--- src/verilog/bus_pkg.sv ---
// bus widths and the address, data and byte-enable types
`default_nettype none

package bus_pkg;

    localparam int ADDR_W = 32;
    localparam int DATA_W = 32;
    localparam int BE_W   = DATA_W / 8;   // one enable per byte lane

    typedef logic [ADDR_W-1:0] addr_t;
    typedef logic [DATA_W-1:0] data_t;
    typedef logic [BE_W-1:0]   be_t;

endpackage

`default_nettype wire

--- src/verilog/soc_map_pkg.sv ---
// memory map, slave index enum, interrupt sizes and register offset enums
`default_nettype none

package soc_map_pkg;

    import bus_pkg::*;

    // slave index, SLV_NONE marks an unmapped access
    typedef enum logic [1:0] {
        SLV_RAM   = 2'd0,
        SLV_TIMER = 2'd1,
        SLV_IRQ   = 2'd2,
        SLV_NONE  = 2'd3
    } slave_e;

    localparam addr_t RAM_ADDR_BASE   = 32'h0000_0000;
    localparam addr_t RAM_ADDR_MASK   = 32'hFFFF_F000;   // 4 KiB
    localparam addr_t TIMER_ADDR_BASE = 32'h2000_0000;
    localparam addr_t TIMER_ADDR_MASK = 32'hFFFF_F000;
    localparam addr_t IRQ_ADDR_BASE   = 32'h3000_0000;
    localparam addr_t IRQ_ADDR_MASK   = 32'hFFFF_F000;

    localparam int RAM_DEPTH   = 1024;              // words
    localparam int RAM_IDX_W   = $clog2(RAM_DEPTH);
    localparam int IRQ_SRC_NUM = 8;                 // src 0 is the timer
    localparam int IRQ_ID_W    = 3;
    localparam int REG_OFF_W   = 4;

    // timer register offsets
    typedef enum logic [REG_OFF_W-1:0] {
        TMR_CTRL  = 4'h0,   // en, irq en, pending (w1c)
        TMR_VALUE = 4'h4,
        TMR_COUNT = 4'h8    // read only
    } reg_off_e;

    // interrupt controller offsets, same window layout as the timer
    typedef enum logic [REG_OFF_W-1:0] {
        IRQ_ENABLE  = 4'h0,
        IRQ_PENDING = 4'h4, // w1c
        IRQ_ID      = 4'h8  // read only
    } irq_reg_off_e;

endpackage

`default_nettype wire

--- src/verilog/obi_addr_decode.sv ---
// mask and base address decode, per-slave request and grant
`default_nettype none
`timescale 1ns/100ps

module obi_addr_decode
    import bus_pkg::*;
    import soc_map_pkg::*;
(
    input  wire logic   clk_i,
    input  wire logic   arst_n_i,
    input  wire logic   req_i,
    input  wire addr_t  addr_i,
    output logic        ram_req_o,
    output logic        timer_req_o,
    output logic        irq_req_o,
    output slave_e      sel_o,
    output logic        gnt_o
);

    logic ram_hit;
    logic timer_hit;
    logic irq_hit;

    assign ram_hit   = (addr_i & RAM_ADDR_MASK)   == RAM_ADDR_BASE;
    assign timer_hit = (addr_i & TIMER_ADDR_MASK) == TIMER_ADDR_BASE;
    assign irq_hit   = (addr_i & IRQ_ADDR_MASK)   == IRQ_ADDR_BASE;

    always_comb begin
        if (ram_hit) begin
            sel_o = SLV_RAM;
        end else if (timer_hit) begin
            sel_o = SLV_TIMER;
        end else if (irq_hit) begin
            sel_o = SLV_IRQ;
        end else begin
            sel_o = SLV_NONE;   // error response later
        end
    end

    assign ram_req_o   = req_i && ram_hit;
    assign timer_req_o = req_i && timer_hit;
    assign irq_req_o   = req_i && irq_hit;

    // every slave takes the request at once
    assign gnt_o = req_i;

    // windows from the map must never overlap
    a_onehot_req: assert property (
        @(posedge clk_i) disable iff (!arst_n_i)
        $onehot0({ram_req_o, timer_req_o, irq_req_o})
    );

endmodule

`default_nettype wire

--- config.mk ---
export PLATFORM = sky130hd
export DESIGN_NAME = obi_addr_decode
export DESIGN_NICKNAME = d
export VERILOG_FILES = /design/src/verilog/bus_pkg.sv /design/src/verilog/soc_map_pkg.sv /design/src/verilog/obi_addr_decode.sv
export SDC_FILE = /design/constraint.sdc
export NUM_CORES = 1
export LEC_CHECK = 0
export ABC_AREA = 1
export BUFFER_PORTS_ARGS = -buffer_cell sky130_fd_sc_hd__buf_2
export CAP_MARGIN = 10
export CORE_AREA = 2 2 39 41
export DETAILED_ROUTE_END_ITERATION = 8
export DIE_AREA = 0 0 41 43
export SLEW_MARGIN = 5
export SYNTH_ARGS = -nofsm -noshare
export SYNTH_HDL_FRONTEND = slang
export SYNTH_SLANG_ARGS = --single-unit
--- constraint.sdc ---
create_clock -name vclk -period 0.8
set_input_delay 0.08 -clock vclk [all_inputs]
set_output_delay 0.08 -clock vclk [all_outputs]
set_load 0.01 [all_outputs]
Word-level counts from Yosys, hierarchy flattened
Index checks and enable logic that the tools add are counted.
W data, S select, Z words.
- flip-flop bits (word level): 0
- input port bits: 35
- output and inout port bits: 6
- word-level logic and storage cells: 9
- equality and inequality tests: 2
- multiplexer cells: 3
- reduce and logical (&&, ||, !) cells: 4
- operators with widths (cell ; number):
    $eq A20 B18 Y1 const B ; 2
    $logic_not A32 Y1 ; 1
    $mux W2 ; 2
    $logic_and A1 B1 Y1 ; 3
    $mux W1 ; 1

Depth between registers and ports, before layout
- depth in word-level cells: 4
- gate-level depth with buffers: 5

Worst setup path after synthesis
OpenSTA, ideal clock, no wires.
- path type: in2out
- from: in addr_i[17]
- to: out irq_req_o
- arrival time: 629 ps
- required time: 720 ps
- slack: 91 ps
- stages: 5
- path through: nor2_1 nand2_1 nor2_4 nand3_1 nor2_1
- word-level cells in the longest chain between the ends: 2
- ends and longest elaborated chain (element ; line ; source):
    start, declared ; obi_addr_decode.sv:12 ; input wire addr_t addr_i,
    $eq A20 B18 Y1 ; obi_addr_decode.sv:26 ; assign irq_hit = (addr_i & IRQ_ADDR_MASK) == IRQ_ADDR_BASE;
    $logic_and A1 B1 Y1 ; obi_addr_decode.sv:42 ; assign irq_req_o = req_i && irq_hit;
    end, declared ; obi_addr_decode.sv:15 ; output logic irq_req_o,
No other way between the ends.

Final worst setup path
- from: in addr_i[14]
- to: out ram_req_o
- word-level cells in the longest chain between the ends: 2
- ends and longest elaborated chain (element ; line ; source):
    $logic_not A32 Y1 ; obi_addr_decode.sv:24 ; assign ram_hit = (addr_i & RAM_ADDR_MASK) == RAM_ADDR_BASE;
    $logic_and A1 B1 Y1 ; obi_addr_decode.sv:40 ; assign ram_req_o = req_i && ram_hit;
    end, declared ; obi_addr_decode.sv:13 ; output logic ram_req_o,
No other way between the ends.

==> results.toml <==
[run_status]
outcome = "finished, violations left"
violations = "setup timing"

[die]
die_w_um = 41
design.core.area_um2 = 1380
die_area_um2 = 1760
rows = 14
ioPinCount = 41
die_h_um = 43
start_util = 0.121

[pwr]
p_sw_w = 0.0000586
clkPwrFrac = 0
power_w = 0.000141
ir_drop_v = 0.0000717
intPower_w = 0.0000827
p_leak_nw = 0.195
powerDensity_nw_per_um2 = 340
pwr-share-comb = 1.000
seqPwrFrac = 0
swShare = 0.415

[global_route]
grt_pass1_vias = 254
gr-total-overflow = 0
grt_pass1_wl_um = 855
grtUsageTotal = 0.0649
grt_max_degree = 6
grt_antenna_before_repair = 0

[timing]
fmax_mhz = 1120
holdWs_ps = 377
worst_slack_ps = -94.1
final_hold_viol_count = 0
worstMarginPinSlew_ps = 163
slew_violations = 0
finalCriticalPeriod_ps = 894
period_share = 1.12
rsz0062_at_grt = "yes"
setup_violations = 5
relSlewSlack = 0.891

[final_layout]
nNetsFinal = 99
area_growth_pct = 148
nFillCells = 162
nClkBuffers = 0
seqCellArea_um2 = 0
multi_input_area_um2 = 191
num_antenna_cells = 0
seq_cell_count = 0
layout-drive-gt1-share = 0.677

[worst_setup_path]
path_class = "primary input to primary output"
max_stage_delay_ps = 150
cp_num_cells = 7
path_max_fanout = 5
worst-path-buf-inv = 2
worst_ep_arrival_time_ps = 810
cp-end-kind = "primary output"
critPathRequiredTime_ps = 720
slowest_stage = "nor2_4"
worstPathCellList = "buf_6 -> nor2_2 -> nand2_2 -> nor2_4 -> nand3_2 -> nor2_1 -> buf_2"
cp-start-kind = "primary input"
path_delay_family = "simple AND/OR/NAND/NOR gates"

[logic_synthesis]
synth_area_per_cell_um2 = 4.66
ys_seq_area_frac = 0
synth_nets = 71
netlist_instances = 36
synth_top_area_frac = 0.336
yosys_warnings = 0
ys_types = 8
synth_top_area_cell = "nor2_1"
synthTopCellsByCount = "15 x nor2_1, 6 x nand2_1, 5 x inv_1"
synth_top_cells_by_area = "nor2_1 34%, nand2_1 13%, nor2_4 13%, nand3_1 12%, inv_1 11%"
syn_area_um2 = 168
synth_most_common_cell = "nor2_1"

[drt]
drc = 0
routed_wl_um = 636
vias = 305
drtPass1Iterations = 1
ant_nets = 0
vias_per_cell = 3.91
first_iter_violations = 0
avgRoutedWirePerCell_um = 8.15

[placed_design]
detailed_place_hpwl_um = 469
post-place-ws_ps = -90.1
io_buffers = 27
place_congestion = 0.592

[flow_run]
maxCapViolCount = 0

[hold_path]
hold_depth = 2
hold_class = "primary input to primary output"

[clock_network]
post_cts_buffers = 0
==> final timing paths <==
kind,start,to
setup / recovery,addr_i[14],ram_req_o
hold / removal,req_i,gnt_o
==> layout make-up <==
class,instances,area share
tap,16,0.0482
inverter,5,0.0452
multi-input combinational,30,0.461
timing repair buffer,27,0.446
==> logic make-up (layout without fill, tap and decap cells) <==
| group | after synthesis | in the layout | share of synthesized area |
|---|---|---|---|
| buffers and inverters | 6 | 32 | 0.157 |
| and+or+nand+nor | 29 | 29 | 0.798 |
| AOI/OAI and AO/OA | 1 | 1 | 0.0448 |
==> layer usage <==
metal  part of all wire  vias up  GRT usage
li1                   -      160          -
met1               0.31      131     0.0665
met2               0.60       14      0.138
met3              0.080        0          0
met4                  0        0          0
met5                  0        -          0
==> power groups by stage <==
stage          Combinational, W  Sequential [W]  Clock, W
6_report               0.000141               0         0
3_3_place_gp          0.0000883               0         0
4_1_cts                0.000118               0         0
2_1_floorplan         0.0000369               0         0
5_1_grt                0.000155               0         0
3_5_place_dp          0.0000899               0         0
==> cells in the final DEF, fill, tap and decap left out <==
master,n
buf_6,8
nand3_2,1
inv_1,5
nor2_2,4
nor2_4,6
nand3_1,3
buf_2,19
nor2_1,7
nand2_2,4
o211ai_1,1
nand2_1,4
==> through the flow <==
stage               area [µm²]  utilization  TNS (ps)  cells
global placement           315        0.228      -314     78
CTS                        369        0.267      -263     78
floorplan                  168            -         0     36
detailed placement         315        0.228      -351     78
global route               415        0.300      -625     78
finish                     415        0.300      -341     78
==> repair_timing <==
action                                  4_1_cts  5_1_grt
pin swaps                                    11        7
gates cloned                                  0        0
endpoints found under the setup margin        5        5
hold buffers                                  0        0
gates resized for setup                      12       11
Note: power is estimated with default switching activity, not from simulation.
