===== src/verilog/bus_pkg.sv =====
// bus widths and the address, data and byte-enable types
`default_nettype none

package bus_pkg;

    localparam int ADDR_W = 32;
    localparam int DATA_W = 32;
    localparam int BE_W   = DATA_W / 8;   // one enable per byte lane

    typedef logic [ADDR_W-1:0] addr_t;
    typedef logic [DATA_W-1:0] data_t;
    typedef logic [BE_W-1:0]   be_t;

endpackage

`default_nettype wire


===== src/verilog/soc_map_pkg.sv =====
// memory map, slave index enum, interrupt sizes and register offset enums
`default_nettype none

package soc_map_pkg;

    import bus_pkg::*;

    // slave index, SLV_NONE marks an unmapped access
    typedef enum logic [1:0] {
        SLV_RAM   = 2'd0,
        SLV_TIMER = 2'd1,
        SLV_IRQ   = 2'd2,
        SLV_NONE  = 2'd3
    } slave_e;

    localparam addr_t RAM_ADDR_BASE   = 32'h0000_0000;
    localparam addr_t RAM_ADDR_MASK   = 32'hFFFF_F000;   // 4 KiB
    localparam addr_t TIMER_ADDR_BASE = 32'h2000_0000;
    localparam addr_t TIMER_ADDR_MASK = 32'hFFFF_F000;
    localparam addr_t IRQ_ADDR_BASE   = 32'h3000_0000;
    localparam addr_t IRQ_ADDR_MASK   = 32'hFFFF_F000;

    localparam int RAM_DEPTH   = 1024;              // words
    localparam int RAM_IDX_W   = $clog2(RAM_DEPTH);
    localparam int IRQ_SRC_NUM = 8;                 // src 0 is the timer
    localparam int IRQ_ID_W    = 3;
    localparam int REG_OFF_W   = 4;

    // timer register offsets
    typedef enum logic [REG_OFF_W-1:0] {
        TMR_CTRL  = 4'h0,   // en, irq en, pending (w1c)
        TMR_VALUE = 4'h4,
        TMR_COUNT = 4'h8    // read only
    } reg_off_e;

    // interrupt controller offsets, same window layout as the timer
    typedef enum logic [REG_OFF_W-1:0] {
        IRQ_ENABLE  = 4'h0,
        IRQ_PENDING = 4'h4, // w1c
        IRQ_ID      = 4'h8  // read only
    } irq_reg_off_e;

endpackage

`default_nettype wire


===== src/verilog/obi_resp_mux.sv =====
// response stage with rvalid, error flag and read data select
`default_nettype none
`timescale 1ns/100ps

module obi_resp_mux
    import bus_pkg::*;
    import soc_map_pkg::*;
(
    input  wire logic   clk_i,
    input  wire logic   arst_n_i,
    input  wire logic   gnt_i,
    input  wire logic   we_i,
    input  wire slave_e sel_i,
    input  wire data_t  ram_rdata_i,
    input  wire data_t  timer_rdata_i,
    input  wire data_t  irq_rdata_i,
    output logic        rvalid_o,
    output logic        err_o,
    output data_t       rdata_o
);

    logic   gnt_q;
    logic   we_q;
    slave_e sel_q;

    always_ff @(posedge clk_i or negedge arst_n_i) begin
        if (!arst_n_i) begin
            gnt_q <= 1'b0;
            we_q  <= 1'b0;
            sel_q <= SLV_RAM;
        end else begin
            gnt_q <= gnt_i;
            we_q  <= we_i;
            sel_q <= sel_i;
        end
    end

    assign rvalid_o = gnt_q;
    assign err_o    = gnt_q && (sel_q == SLV_NONE);

    always_comb begin
        rdata_o = '0;
        if (gnt_q && !we_q) begin
            case (sel_q)
                SLV_RAM:   rdata_o = ram_rdata_i;
                SLV_TIMER: rdata_o = timer_rdata_i;
                SLV_IRQ:   rdata_o = irq_rdata_i;
                default:   rdata_o = '0;   // unmapped
            endcase
        end
    end

    // response one cycle after each grant
    a_rvalid_after_gnt: assert property (
        @(posedge clk_i) disable iff (!arst_n_i)
        gnt_i |=> rvalid_o
    );

endmodule

`default_nettype wire


===== config.mk =====
export PLATFORM = sky130hd
export DESIGN_NAME = obi_resp_mux
export DESIGN_NICKNAME = d
export VERILOG_FILES = /design/src/verilog/bus_pkg.sv /design/src/verilog/soc_map_pkg.sv /design/src/verilog/obi_resp_mux.sv
export SDC_FILE = /design/constraint.sdc
export NUM_CORES = 1
export LEC_CHECK = 0
export ABC_AREA = 0
export BUFFER_PORTS_ARGS = -buffer_cell sky130_fd_sc_hd__buf_2
export CORE_MARGIN = 2
export CORE_UTILIZATION = 39
export DETAILED_ROUTE_END_ITERATION = 16
export PLACE_DENSITY = 0.93
export SETUP_SLACK_MARGIN = 0.05
export SYNTH_ARGS = -nofsm -noshare
export SYNTH_HDL_FRONTEND = slang
export SYNTH_SLANG_ARGS = --single-unit
export TNS_END_PERCENT = 20

===== constraint.sdc =====
create_clock -name clk_i -period 1.4 [get_ports clk_i]
set_input_delay 0.28 -clock clk_i [delete_from_list [all_inputs] [get_ports clk_i]]
set_output_delay 0.28 -clock clk_i [all_outputs]
set_load 0.02 [all_outputs]

Word level (Yosys, flattened, before mapping)
Cells that the tools add are included.
{ "op_classes": {"n_eq_ne": 3, "reduce_logical": 4, "muxes": 2} }
{ "op_table": {"columns": ["op", "count"], "rows": [
  ["one-hot mux 32 bit (3 select lines)", 1],
  ["2-to-1 mux 32 bit", 1],
  ["equality test 2 bit, second input constant", 2],
  ["equality test 2 x 1 -> 1 bit, second input constant", 1],
  ["logical AND 1 bit", 2],
  ["zero test 2 bit", 1],
  ["zero test 1 bit", 1]
]} }
{ "word_totals": {"out_inout_bits": 34, "reg_bits": 4} }

Longest topological paths before layout
{ "depth": {"depth_word": 3, "ltp_mapped": 5} }

Worst setup path before layout
Ideal clock, no wire load.
{ "synth_timing": {"path_type": "register to output", "from": "register sel_q[0]", "to": "output port rdata_o[11]", "t_arrival_ns": 1.205, "path_slack_ns": -0.085, "stages_incl_launch_ff": 6, "n_path_buf": 2, "path_cell_list": "dfrtp_1 -> buf_6 -> nand2_2 -> nand3b_4 -> buf_2 -> a211oi_2"} }
{ "synth_via": {"elab_chain_cells": 3} }
{ "synth_rtl": {"columns": ["item", "line", "rtl"], "rows": [
  ["start, declared", "obi_resp_mux.sv:24", "slave_e sel_q;"],
  ["start signal, assigned", "obi_resp_mux.sv:34", "sel_q <= sel_i;"],
  ["equality test 2 bit, or another cell as far along", "obi_resp_mux.sv:44", "case (sel_q)"],
  ["one-hot mux 32 bit (3 select lines) *", "obi_resp_mux.sv:44", null],
  ["2-to-1 mux 32 bit *", "obi_resp_mux.sv:43", "if (gnt_q && !we_q) begin"],
  ["end, declared", "obi_resp_mux.sv:19", "output data_t rdata_o"]
]} }
Every way passes the cells marked *; elsewhere a longest branch is shown, timed or not.

Worst setup path in the final report
{ "layout_timing": {"from": "register sel_q[0]", "to": "output port rdata_o[17]"} }
The elaborated chain is that of the path after synthesis.

==> impl_metrics.json <==
{
  "syn-num-nets": 258,
  "coreArea_um2": 3940,
  "critPathMaxStageDelay_ns": 0.51,
  "synth_top_area_share_pct": 50.8,
  "cts_buffers": 3,
  "clkSinkCount": 4,
  "wirelength_um": 4650,
  "clock.fmax_mhz": 542,
  "ant_nets": 0,
  "multi_input_area_um2": 1580,
  "seq_area_frac_synth_pct": 6.35,
  "hpwl_um": 3360,
  "fillers": 285,
  "tightest_slew_ns": 0.296,
  "cts_setup_buffers": 0,
  "grt_usage_pct": 18.9,
  "yosysWarnings": 0,
  "worstPathRequired_ns": 1.12,
  "antenna_found_initial": 0,
  "gp_congestion": 0.756,
  "grt_pass1_wl_um": 6780,
  "min_path_type": "input port to flip-flop",
  "max-vdd-ir-drop_mv": 0.701,
  "synthTopCellsByArea": "a211oi_2 51%, nand2b_1 13%, nor2b_1 7.5%",
  "synthesis.area_um2": 1580,
  "clock-root-buffer": "clkbuf_8",
  "grt_start_max_net_pins": 47,
  "post_drt_wl_per_cell_um": 14.0,
  "cts_tree": "built",
  "status": "finished with violations",
  "slew_headroom_pct": 80.3,
  "fin_cells": 333,
  "pin_count": 136,
  "whs_ns": 0.173,
  "crit_fanout": 43,
  "slowest_stage": "dfrtp_4",
  "total_power_mw": 1.14,
  "area_delta_synth_final_pct": 75.3,
  "finalSetupTns_ns": -13.23,
  "drive_gt1_share_pct": 84.8,
  "power_density_nw_per_um2": 413,
  "rsz0062_at_grt": "true",
  "finalCriticalPeriod_ns": 1.84,
  "cp-end-kind": "primary output",
  "cts_buffer_depth": 2,
  "syn_inst": 156,
  "drc": 0,
  "start_util_pct": 40.0,
  "dieArea_um2": 4570,
  "num_rows": 23,
  "drv_cap": 0,
  "drv_slew": 0,
  "drtIter0Drc": 50,
  "postSynthAreaPerCell_um2": 10.1,
  "place_inst": 329,
  "drt-vias-per-instance": 4.95,
  "critPathBufInv": 3,
  "port_buffers": 135,
  "crit_arrival_ns": 1.56,
  "final_util_pct": 70.1,
  "cp_cell_sequence": "buf_12 -> buf_4 -> a211oi_4 -> a211oi_4 -> buf_4",
  "die_x_um": 67.6,
  "post-route-period-util_pct": 132,
  "crit_type": "flip-flop to primary output",
  "grt_pass1_vias": 1644,
  "grt-ovfl-total": 0,
  "cellLeakagePower_nw": 1.10,
  "setup_violations": 33,
  "worst_slack_ns": -0.445,
  "cpLargestDelayFamily": "buffers and inverters",
  "final_common_cell": "buf_2",
  "finalHoldViolations": 0,
  "antenna_cells": 0,
  "ys_seq_elements": 4,
  "num-nets-final": 387,
  "dr.pass1.iters": 4,
  "critPathLaunchType": "flip-flop",
  "violations": "setup timing",
  "path_clk_slew_ns": 0.03,
  "final_cell_mix": "103 x buf_2, 33 x a211oi_4, 31 x a211oi_2, 24 x nand2b_1, 21 x buf_4",
  "vias": 1648,
  "die_y_um": 67.6,
  "seq_area_um2": 108,
  "ys_types": 15,
  "synth_top_area_cell": "a211oi_2",
  "h-tree-depth": 1
}
## metrics by stage
step                      worst slack [ns]  instance area (um^2)
final                               -0.445                  2760
after global routing                -0.495                  2760
after CTS                           -0.454                  2750
after detailed placement            -0.235                  2480
after global placement              -0.204                  2480
after floorplan                    -0.0624                  1820
## synth_stat cells
library cell   n
and3_1         1
clkbuf_4       1
nand2b_1      32
nor2b_1       19
buf_6          3
nor2b_2       13
clkbuf_8       2
buf_2          7
dfrtp_1        4
nand3b_4       1
nand2_2        1
a211oi_2      64
buf_4          3
clkbuf_1       1
buf_12         4
## metal layers
layer	wire (um)	global-route usage, %	share of wire, %	vias up
met3	326	2.17	7.0	4
met4	35	4.85	0.75	0
met5	0	0	0	-
li1	-	-	-	801
met1	1580	18.3	34	768
met2	2710	40.7	58	75
## kinds of logic after synthesis
| family | count (synthesis) | share of synthesized area [%] |
|---|---|---|
| compound gates | 64 | 50.8 |
| buf+inv | 21 | 13.3 |
| flops | 4 | 6.35 |
| simple gates | 67 | 29.5 |
## sequential cells by signal, indices dropped and copies added (netlist names)
register / count
rvalid_o: 1
sel_q: 2
we_q: 1
## final cells by class
cell class,count,area share [%]
Multi-Input combinational cell,131,57.3
Timing Repair Buffer,145,35.0
Sequential cell,4,3.89
Tap cell,50,2.26
Clock buffer,3,1.49
## path summary, 6_finish.rpt
check | from | to | slack [ns] | cells past startpoint
setup / recovery | sel_q[0] | rdata_o[17] | -0.44 | 5
hold / removal | gnt_i | rvalid_o | 0.17 | 1
max in group asynchronous | arst_n_i | sel_q[1] | 0.85 | 2
min in group asynchronous | arst_n_i | we_q | 0.40 | 2
## what timing repair did
item / 4_1_cts / 5_1_grt
hold buffers: 1 / 0
resized for setup: 58 / 4
endpoints found under the hold margin: 4 / 0
endpoints found under the setup margin: 33 / 33
pin swaps: 3 / 1
## where the power goes
| part | switching (mW) | internal (mW) | total [mW] |
|---|---|---|---|
| sequential | 0.00946 | 0.124 | 0.134 |
| clock | 0.0580 | 0.183 | 0.241 |
| combinational | 0.398 | 0.369 | 0.767 |
| total | 0.466 | 0.676 | 1.14 |
Power figures use the tool's default switching activity.
