$ cat src/verilog/bus_pkg.sv
// bus widths and the address, data and byte-enable types
`default_nettype none

package bus_pkg;

    localparam int ADDR_W = 32;
    localparam int DATA_W = 32;
    localparam int BE_W   = DATA_W / 8;   // one enable per byte lane

    typedef logic [ADDR_W-1:0] addr_t;
    typedef logic [DATA_W-1:0] data_t;
    typedef logic [BE_W-1:0]   be_t;

endpackage

`default_nettype wire

$ cat src/verilog/soc_map_pkg.sv
// memory map, slave index enum, interrupt sizes and register offset enums
`default_nettype none

package soc_map_pkg;

    import bus_pkg::*;

    // slave index, SLV_NONE marks an unmapped access
    typedef enum logic [1:0] {
        SLV_RAM   = 2'd0,
        SLV_TIMER = 2'd1,
        SLV_IRQ   = 2'd2,
        SLV_NONE  = 2'd3
    } slave_e;

    localparam addr_t RAM_ADDR_BASE   = 32'h0000_0000;
    localparam addr_t RAM_ADDR_MASK   = 32'hFFFF_F000;   // 4 KiB
    localparam addr_t TIMER_ADDR_BASE = 32'h2000_0000;
    localparam addr_t TIMER_ADDR_MASK = 32'hFFFF_F000;
    localparam addr_t IRQ_ADDR_BASE   = 32'h3000_0000;
    localparam addr_t IRQ_ADDR_MASK   = 32'hFFFF_F000;

    localparam int RAM_DEPTH   = 1024;              // words
    localparam int RAM_IDX_W   = $clog2(RAM_DEPTH);
    localparam int IRQ_SRC_NUM = 8;                 // src 0 is the timer
    localparam int IRQ_ID_W    = 3;
    localparam int REG_OFF_W   = 4;

    // timer register offsets
    typedef enum logic [REG_OFF_W-1:0] {
        TMR_CTRL  = 4'h0,   // en, irq en, pending (w1c)
        TMR_VALUE = 4'h4,
        TMR_COUNT = 4'h8    // read only
    } reg_off_e;

    // interrupt controller offsets, same window layout as the timer
    typedef enum logic [REG_OFF_W-1:0] {
        IRQ_ENABLE  = 4'h0,
        IRQ_PENDING = 4'h4, // w1c
        IRQ_ID      = 4'h8  // read only
    } irq_reg_off_e;

endpackage

`default_nettype wire

$ cat src/verilog/soc_timer.sv
// compare timer slave with control, value and count registers and irq
`default_nettype none
`timescale 1ns/100ps

module soc_timer
    import bus_pkg::*;
    import soc_map_pkg::*;
(
    input  wire logic   clk_i,
    input  wire logic   arst_n_i,
    input  wire logic   req_i,
    input  wire logic   we_i,
    input  wire be_t    be_i,
    input  wire addr_t  addr_i,
    input  wire data_t  wdata_i,
    output data_t       rdata_o,
    output logic        irq_o
);

    logic     tmr_en;
    logic     tmr_ie;
    logic     tmr_pend;
    data_t    tmr_value;
    data_t    tmr_count;
    reg_off_e reg_off;
    logic     ctrl_wr;
    logic     value_wr;
    logic     cmp_hit;

    assign reg_off  = reg_off_e'(addr_i[REG_OFF_W-1:0]);
    assign ctrl_wr  = req_i && we_i && (reg_off == TMR_CTRL) && be_i[0];
    assign value_wr = req_i && we_i && (reg_off == TMR_VALUE);
    assign cmp_hit  = tmr_en && (tmr_count == tmr_value);

    always_ff @(posedge clk_i or negedge arst_n_i) begin
        if (!arst_n_i) begin
            tmr_en    <= 1'b0;
            tmr_ie    <= 1'b0;
            tmr_pend  <= 1'b0;
            tmr_value <= '0;
            tmr_count <= '0;
        end else begin
            if (ctrl_wr) begin
                tmr_en <= wdata_i[0];
                tmr_ie <= wdata_i[1];
            end

            // a new match wins over a clear in the same cycle
            if (cmp_hit) begin
                tmr_pend <= 1'b1;
            end else if (ctrl_wr && wdata_i[2]) begin
                tmr_pend <= 1'b0;
            end

            if (value_wr) begin
                for (int b = 0; b < BE_W; b++) begin
                    if (be_i[b]) begin
                        tmr_value[b*8 +: 8] <= wdata_i[b*8 +: 8];
                    end
                end
            end

            if (!tmr_en || value_wr || cmp_hit) begin
                tmr_count <= '0;   // restart on wrap or new compare value
            end else begin
                tmr_count <= tmr_count + 1'b1;
            end
        end
    end

    always_ff @(posedge clk_i or negedge arst_n_i) begin
        if (!arst_n_i) begin
            rdata_o <= '0;
        end else if (req_i) begin
            rdata_o <= '0;
            if (!we_i) begin
                case (reg_off)
                    TMR_CTRL:  rdata_o <= {29'd0, tmr_pend, tmr_ie, tmr_en};
                    TMR_VALUE: rdata_o <= tmr_value;
                    TMR_COUNT: rdata_o <= tmr_count;
                    default:   rdata_o <= '0;
                endcase
            end
        end
    end

    assign irq_o = tmr_pend && tmr_ie;

    // holds across reprogramming of VALUE and of the enable
    a_count_le_value: assert property (
        @(posedge clk_i) disable iff (!arst_n_i)
        tmr_en |-> (tmr_count <= tmr_value)
    );

endmodule

`default_nettype wire

$ cat config.mk
export PLATFORM = sky130hd
export DESIGN_NAME = soc_timer
export DESIGN_NICKNAME = d
export VERILOG_FILES = /design/src/verilog/bus_pkg.sv /design/src/verilog/soc_map_pkg.sv /design/src/verilog/soc_timer.sv
export SDC_FILE = /design/constraint.sdc
export NUM_CORES = 1
export LEC_CHECK = 0
export BUFFER_PORTS_ARGS = -buffer_cell sky130_fd_sc_hd__buf_2
export CAP_MARGIN = 25
export CORE_ASPECT_RATIO = 0.6
export CORE_MARGIN = 1
export CORE_UTILIZATION = 40
export DETAILED_ROUTE_END_ITERATION = 8
export SLEW_MARGIN = 20
export SYNTH_ARGS = -nofsm -noshare
export SYNTH_HDL_FRONTEND = slang
export SYNTH_SLANG_ARGS = --single-unit
$ cat constraint.sdc
create_clock -name clk_i -period 6.05 [get_ports clk_i]
set_clock_uncertainty 0.2 [all_clocks]
set_input_delay 1.21 -clock clk_i [delete_from_list [all_inputs] [get_ports clk_i]]
set_output_delay 1.21 -clock clk_i [all_outputs]
set_load 0.02 [all_outputs]
== After elaboration in Yosys (flattened, before gate mapping) ==
Cells that the tools add are included.

* Logic and storage cells: 34
* Input bits: 72
* Output and inout port bits: 33
* Bits in registers: 99

* Equality and inequality tests: 3
* Add/subtract/negate cells: 1
* Mux-type cells: 5
* Reductions and logical operators: 16

{| class="wikitable"
|+ Operators by type and width
! cell !! number
|-
| 32-bit one-hot mux with 3 select lines || 1
|-
| 32-bit 2-to-1 mux || 2
|-
| 32-bit by 1-bit adder with 32-bit output, second input constant || 1
|-
| 32-bit equality test || 1
|-
| 2-bit AND reduction || 4
|-
| 1-bit logical AND || 7
|-
| 4-bit by 3-bit equality test with 1-bit output, second input constant || 1
|-
| 4-bit equality test, second input constant || 1
|-
| 4-bit logical NOT || 1
|-
| 1-bit logical OR || 2
|-
| 1-bit 2-to-1 mux || 2
|-
| 2-bit nonzero test || 1
|-
| 1-bit logical NOT || 1
|}

== Longest topological paths before layout ==
Gate-level depths: netlist of run 1.

* Depth in word-level cells: 6
* Depth in mapped cells: 7
* Gate-level depth less buffers: 6

== Worst setup path after synthesis of run 1 ==
OpenSTA, ideal clock, no wires.

* Path kind: input to register
* Start point: input addr_i[2]
* End point: register tmr_count[10]
* Data arrival time: 2,581 ps
* Path slack: 3,133 ps
* Stages on the path: 7
* Required time: 5,714 ps
* Library setup time: 136 ps
* Cell sequence: buf_2 > nor4b_1 > and3_1 > clkbuf_1 > nand2b_2 > clkbuf_1 > nor3_1

* Longest elaborated chain between the ends: 5

{| class="wikitable"
|+ Ends and longest elaborated chain
! item !! line !! text
|-
| start: declaration || soc_timer.sv:14 || <nowiki>input wire addr_t addr_i,</nowiki>
|-
| 4-bit by 3-bit equality test with 1-bit output || soc_timer.sv:32 || <nowiki>assign value_wr = req_i && we_i && (reg_off == TMR_VALUE);</nowiki>
|-
| 1-bit logical AND || soc_timer.sv:32 ||
|-
| 1-bit logical OR (2 in series) || soc_timer.sv:63 || <nowiki>if (!tmr_en || value_wr || cmp_hit) begin</nowiki>
|-
| 32-bit 2-to-1 mux || soc_timer.sv:63 ||
|-
| end signal: assignment || soc_timer.sv:66 || <nowiki>tmr_count <= tmr_count + 1'b1;</nowiki>
|-
| end: declaration || soc_timer.sv:24 || <nowiki>data_t tmr_count;</nowiki>
|}

No other way between the ends.
A chain may end at the register's enable or synchronous reset.

== Final worst setup path of run 1 ==
Same ends and word-level chain as after synthesis.

==> metrics, run 1 <==
maximum vdd drop=around 150 µV; largest net degree at the start of global routing=58; end point of the critical path=tmr_count[10]; num rows=31; Worst-Margin Slew=993.5 ps; nets=approximately 590; post-CTS setup buffers=0; endpoints failing setup=0; Mapped Cells=around 460; CTS sink count=99; post-synthesis compound-gate area fraction=approximately 9%; H-tree levels=3; Vias=roughly 3600; Num CTS Buffers=9; Worst Setup SP=addr_i[2]; Layout area overhead=14.75%; fraction of layout cells with a size suffix above 1=28.46%; Critical Path Sink Type=flop; Post-route DRC=0; Yosys reg bits=a little under 100; Placeable Area=around 0.012 mm²; Die Ht=around 88 µm; area post-placement=~0.0054 mm²; Synth async-reset ratio=100.0%; RR Startpoint=tmr_count[3]; max-slew violation count=0; fillers=between 1000 and 1500; depth of the most critical reg-to-reg path=6; WP data required=around 6000 ps; Adder-Cell Fraction of Synth Area=less than 1%; # Max-Cap Violations=0; EDFF count, synth=0; via-per-instance ratio=5.296; WP data arrival=between 3000 and 4000 ps; Final GP Congestion=0.7955; vias in the first global route=about 3600; CTS Root Cell=clkbuf_16; drt initial violations=280; Critical Path Start Type=primary input; Max clock buf depth=2; Die X=between 100 and 150 µm; outcome=complete, no violations; DR WL/cell=about 18 µm; Slew headroom=33.21%; CTS tree=done; fin area=roughly 0.0057 mm²; 1st-pass router iterations=4; Final Cycle Share=between 50% and 60%; Final TNS setup=0 ps; post-CTS resize count=0; Synth Cell Area=about 0.005 mm²; RR Endpoint=tmr_count[4]; RSZ-0062 raised after global routing=no; Clock Latency Late Sink=about 350 ps; Leak=2.612 nW; Max Fanout on Critical Path=32; gr usage total=between 20 and 25%; largest family of logic cells by synthesized area=simple AND/OR/NAND/NOR gates; Netlist cell types=between 40 and 50; HPWL Detailed=8336 µm; final WL=12110 µm; Synth Area in XOR/XNOR=approximately 10%; type of the worst min-delay path=flop to flop; first-pass GRT wire length=between 15000 and 20000 µm; Synth top area share=about half; CTS Hold Bufs=0; Cell Pwr Density=between 200 and 300 mW/mm²; syn avg cell area=approximately 11 µm²; diode count=0; global route overflow=0; Post-synth top flop=dfrtp_1; simple-gate share of the synthesized area=about 15%; Worst-path clk slew=approximately 70 ps; Tmin final=3219 ps; final hold vios=0; Yosys top cell by area=dfrtp_1; Synth area leaders=dfrtp_1 (50%), mux2_2 (7.7%), xor2_1 (6.7%); initial antenna violation count=0; Reg2Reg Setup Slack=a little over 3000 ps; mux cell area share after synthesis=under 10%; quantity of I/O buffers inserted on ports=76; post-synthesis sequential area ratio=~50%; Initial Utilization=around two fifths; Syn Nets=528; Synth warnings=0; f_max=around 310 MHz; CP Class=primary input to flop; Routed Antenna Nets=0; I/O pin count=105; full die area=between 0.01 and 0.015 mm²
-- per-layer routing --
layer	track usage (%)	share of wire [%]
met4	4.640	0.92
met1	31.17	54
met2	28.49	40
met5	0	0
met3	4.588	5.5
-- logic make-up (layout without fill, tap and decap cells) --
logic type,after synthesis,in the layout
simple gates,124,124
flops,99,99
buf+inv,69,134
compound gates,67,67
xor+xnor,57,57
mux,38,38
fa+ha+maj,1,1
-- layout make-up --
type                       count  area, µm²  area share, %
sequential                    99       2477          43.36
multi-input combinational    287       2168          37.95
timing repair buffer          81      420.4          7.359
clock buffer                   9      225.2          3.942
tap                          165      206.4          3.614
inverter                      37      138.9          2.431
clock inverter                 7      76.32          1.336
-- synth_stat cells, types with 2 or more instances --
cell	n
nand4b_1	2
buf_2	3
dfrtp_1	99
nor4_4	2
xor2_1	38
inv_1	37
buf_6	8
a21oi_1	3
nor4_1	7
nand2_1	18
xnor2_1	19
mux2_2	34
nor3_2	5
a22oi_1	29
clkbuf_2	2
mux2i_1	4
nor2_1	16
nand3_1	11
and3_1	4
nor3_1	29
nand2b_1	4
clkbuf_1	17
nor4_2	2
and2_1	2
o22ai_1	32
nand4_1	11
-- worst max-delay path, stage by stage --
cell      delay, ps
buf_2           180
nor4b_2         210
buf_4           380
and3_1          400
nand2b_2        670
nor3_1          140
-- power breakdown --
group | internal (mW) | switching, mW | leakage, nW
clock network | 0.323 | 0.259 | 0.142
logic | 0.0647 | 0.0811 | 1.11
registers | 0.696 | 0.0381 | 1.36
-- cells in the final DEF, fill, tap and decap left out, types with 6 or more instances in the layout --
cell type and count:
a22oi_1 29, buf_2 75, buf_4 6, clkbuf_16 9, dfrtp_1 99, inv_1 37
mux2_2 34, nand2_1 18, nand3_1 11, nand4_1 11, nor2_1 16, nor3_1 29
nor4_1 7, o22ai_1 32, xnor2_1 19, xor2_1 38
-- flip-flops by register name, summed over array words and instances (netlist names) --
| signal | count |
|---|---|
| tmr_value | 32 |
| rdata_o | 32 |
| tmr_ie | 1 |
| tmr_pend | 1 |
| tmr_en | 1 |
| tmr_count | 32 |
-- worst min path at each step --
| stage | startpoint | to | slack, ps | cells after the start |
|---|---|---|---|---|
| finish | tmr_pend | tmr_pend | 320 | 1 |
| global route | tmr_pend | tmr_pend | 350 | 1 |
| CTS | tmr_pend | tmr_pend | 320 | 1 |
| detailed placement | tmr_pend | tmr_pend | 310 | 1 |
| global placement | tmr_pend | tmr_pend | 300 | 1 |
| floorplan | tmr_pend | tmr_pend | 260 | 1 |
-- per-stage QoR --
stage	power, mW	setup WS [ps]	instances	utilization [%]	hold WS, ps
2_1_floorplan	0.8274	3133	455	-	262.9
3_3_place_gp	0.8896	2553	669	44.72	298.3
3_5_place_dp	0.8931	2498	669	44.72	306.5
4_1_cts	1.483	2869	685	47.21	320.6
5_1_grt	1.527	2684	685	47.21	348.7
6_report	1.463	2831	685	47.21	320.6
(Power assumes the default switching activity.)
==> run 2, diff against run 1 <==
Clock period 6.05 ns to 2.7 ns, I/O delays scaled along.
==> run 2 against run 1 <==
Design area rose by 2.0%. Worst hold slack got worse by 110 ps. Combinational power rose by 130%. Global-route usage rose by 0.63 points. Wire length rose by 1.9%. Critical endpoint is now tmr_count[24].
==> metrics, run 2 (synthesis gave the netlist of run 1 again) <==
outcome=complete, no violations; quantity of I/O buffers inserted on ports=76 (unchanged); DR WL/cell=17.69 µm (about the same); Clock Latency Late Sink=350 ps (about the same); Num CTS Buffers=9 (unchanged); nets=601 (+2.2%); fillers=1158 (+0.086%); Final Cycle Share=around 87%; leading registers by flop count=rdata_o (32), tmr_count (32), tmr_value (32); Die Ht=88.42 µm (unchanged); I/O pin count=105 (unchanged); Max clock buf depth=2 (unchanged); Slew headroom=56.38% (+23 points); area occupied by multi-input gates=0.002168 mm² (unchanged); Post-route DRC=0 (unchanged); CP Class=flop to flop; WP data arrival=2390 ps (-820 ps); Register Area=0.002477 mm² (unchanged); most frequent cells in the layout=dfrtp_1 (99), buf_2 (75), xor2_1 (38); largest net degree at the start of global routing=45 (-22%); post-CTS resize count=0 (unchanged); type of the worst min-delay path=primary input to flop; depth of the most critical reg-to-reg path=6 (unchanged); Initial Utilization=41.14% (unchanged); final hold vios=0 (unchanged); vias in the first global route=3612 (-0.85%); first-pass GRT wire length=20160 µm (+1.5%); Placeable Area=0.01210 mm² (unchanged); global route overflow=0 (unchanged); drt initial violations=289 (+3.2%); Tmin final=roughly 2300 ps; initial antenna violation count=0 (unchanged); WP data required=2740 ps (-3300 ps); CTS tree=done; CTS Root Cell=clkbuf_16; Die X=146.0 µm (unchanged); DP Worst Slack=247.2 ps (-2251 ps); Routed Antenna Nets=0 (unchanged); CP max-delay cell=or4_4; HPWL Detailed=8835 µm (+6.0%); Final TNS setup=0 ps (unchanged); # Max-Cap Violations=0 (unchanged); Vias=3715 (+2.4%); Max Fanout on Critical Path=9 (-72%); Critical Path Sink Type=flop; fraction of layout cells with a size suffix above 1=30.02% (+1.6 points); cell depth of the worst min-delay path=2 (+1); Worst-path clk slew=70 ps (about the same); 1st-pass router iterations=5 (+1); Final GP Congestion=0.8167 (+2.7%); diode count=0 (unchanged); CP peak stage delay=630 ps (-40 ps); Leak=2.685 nW (+2.8%); final worst slack=351.3 ps (-2480 ps); Worst-Margin Slew=648.4 ps (-345.2 ps); gr usage total=20.86% (+0.63 points); RSZ-0062 raised after global routing=no; H-tree levels=3 (unchanged); endpoints failing setup=0 (unchanged); commonest non-fill, non-tap cell in the layout=dfrtp_1; crit-path cells=ha_1 > nand4_1 > or4_4 > nor4_4 > xnor2_1 > nor3_2; f_max=~430 MHz; Critical Path Start Type=flop; full die area=0.01291 mm² (unchanged); num rows=31 (unchanged); max-slew violation count=0 (unchanged); via-per-instance ratio=5.322 (+0.49%); CTS sink count=99 (unchanged); Cell Pwr Density=567.9 mW/mm² (+120%); final WL=12350 µm (+1.9%); maximum vdd drop=285.0 µV (+94%); Layout area overhead=17.04%
==> run 2: power by group <==
| part | internal [mW] | switching, mW |
|---|---|---|
| clock | 0.725 | 0.593 |
| sequential | 1.56 | 0.0881 |
| combinational | 0.157 | 0.185 |
| total | 2.44 | 0.866 |
==> run 2: per-stage QoR <==
stage          hold WS (ps)  instance area, µm²  cells  util (%)  power [mW]
3_5_place_dp          304.9                5514    681     45.56       2.021
2_1_floorplan         44.41                4979    455         -       1.854
5_1_grt               204.9                5827    698     48.15       3.443
6_report              211.1                5827    698     48.15       3.309
3_3_place_gp          293.7                5514    681     45.56       2.008
4_1_cts               202.0                5827    698     48.15       3.349
==> run 2: routing by layer <==
metal  share of wire (%)  track usage, %  vias to the layer above  wire (µm)
li1                    -               -                     1752          -
met1                  54           32.20                     1854       6702
met2                  39           28.27                       99       4841
met3                 5.7           6.031                       10        703
met4                0.83           4.830                        0        102
met5                   0               0                        -          0
==> run 2: final cells by class <==
cell class / count / area share, %
Clock buffer: 9 / 3.865
Clock inverter: 7 / 1.331
Inverter: 37 / 2.384
Multi-Input combinational cell: 287 / 37.21
Sequential cell: 99 / 42.52
Tap cell: 165 / 3.543
Timing Repair Buffer: 94 / 9.148
==> run 2: final timing paths <==
kind                         startpoint       endpoint  slack (ps)
setup reg to reg           tmr_count[1]  tmr_count[24]         350
hold reg to reg              rdata_o[4]     rdata_o[4]         320
setup / recovery           tmr_count[1]  tmr_count[24]         350
min in group asynchronous      arst_n_i   tmr_value[8]         460
hold / removal              wdata_i[30]  tmr_value[30]         210
max in group asynchronous      arst_n_i  tmr_value[16]        1130
==> run 2: worst max-delay path: cells and delay by family, from the launching register on <==
kind / cells / cell delay (ps)
adders and majority gates: 1 / 280
xor gates and xnor gates: 1 / 170
and+or+nand+nor: 4 / 1160
DFF: 1 / 420
==> run 2: timing repair <==
action	in CTS	in global routing
hold endpoints to repair	28	0
setup buffers	0	0
hold buffers	1	0
setup endpoints to repair	0	0
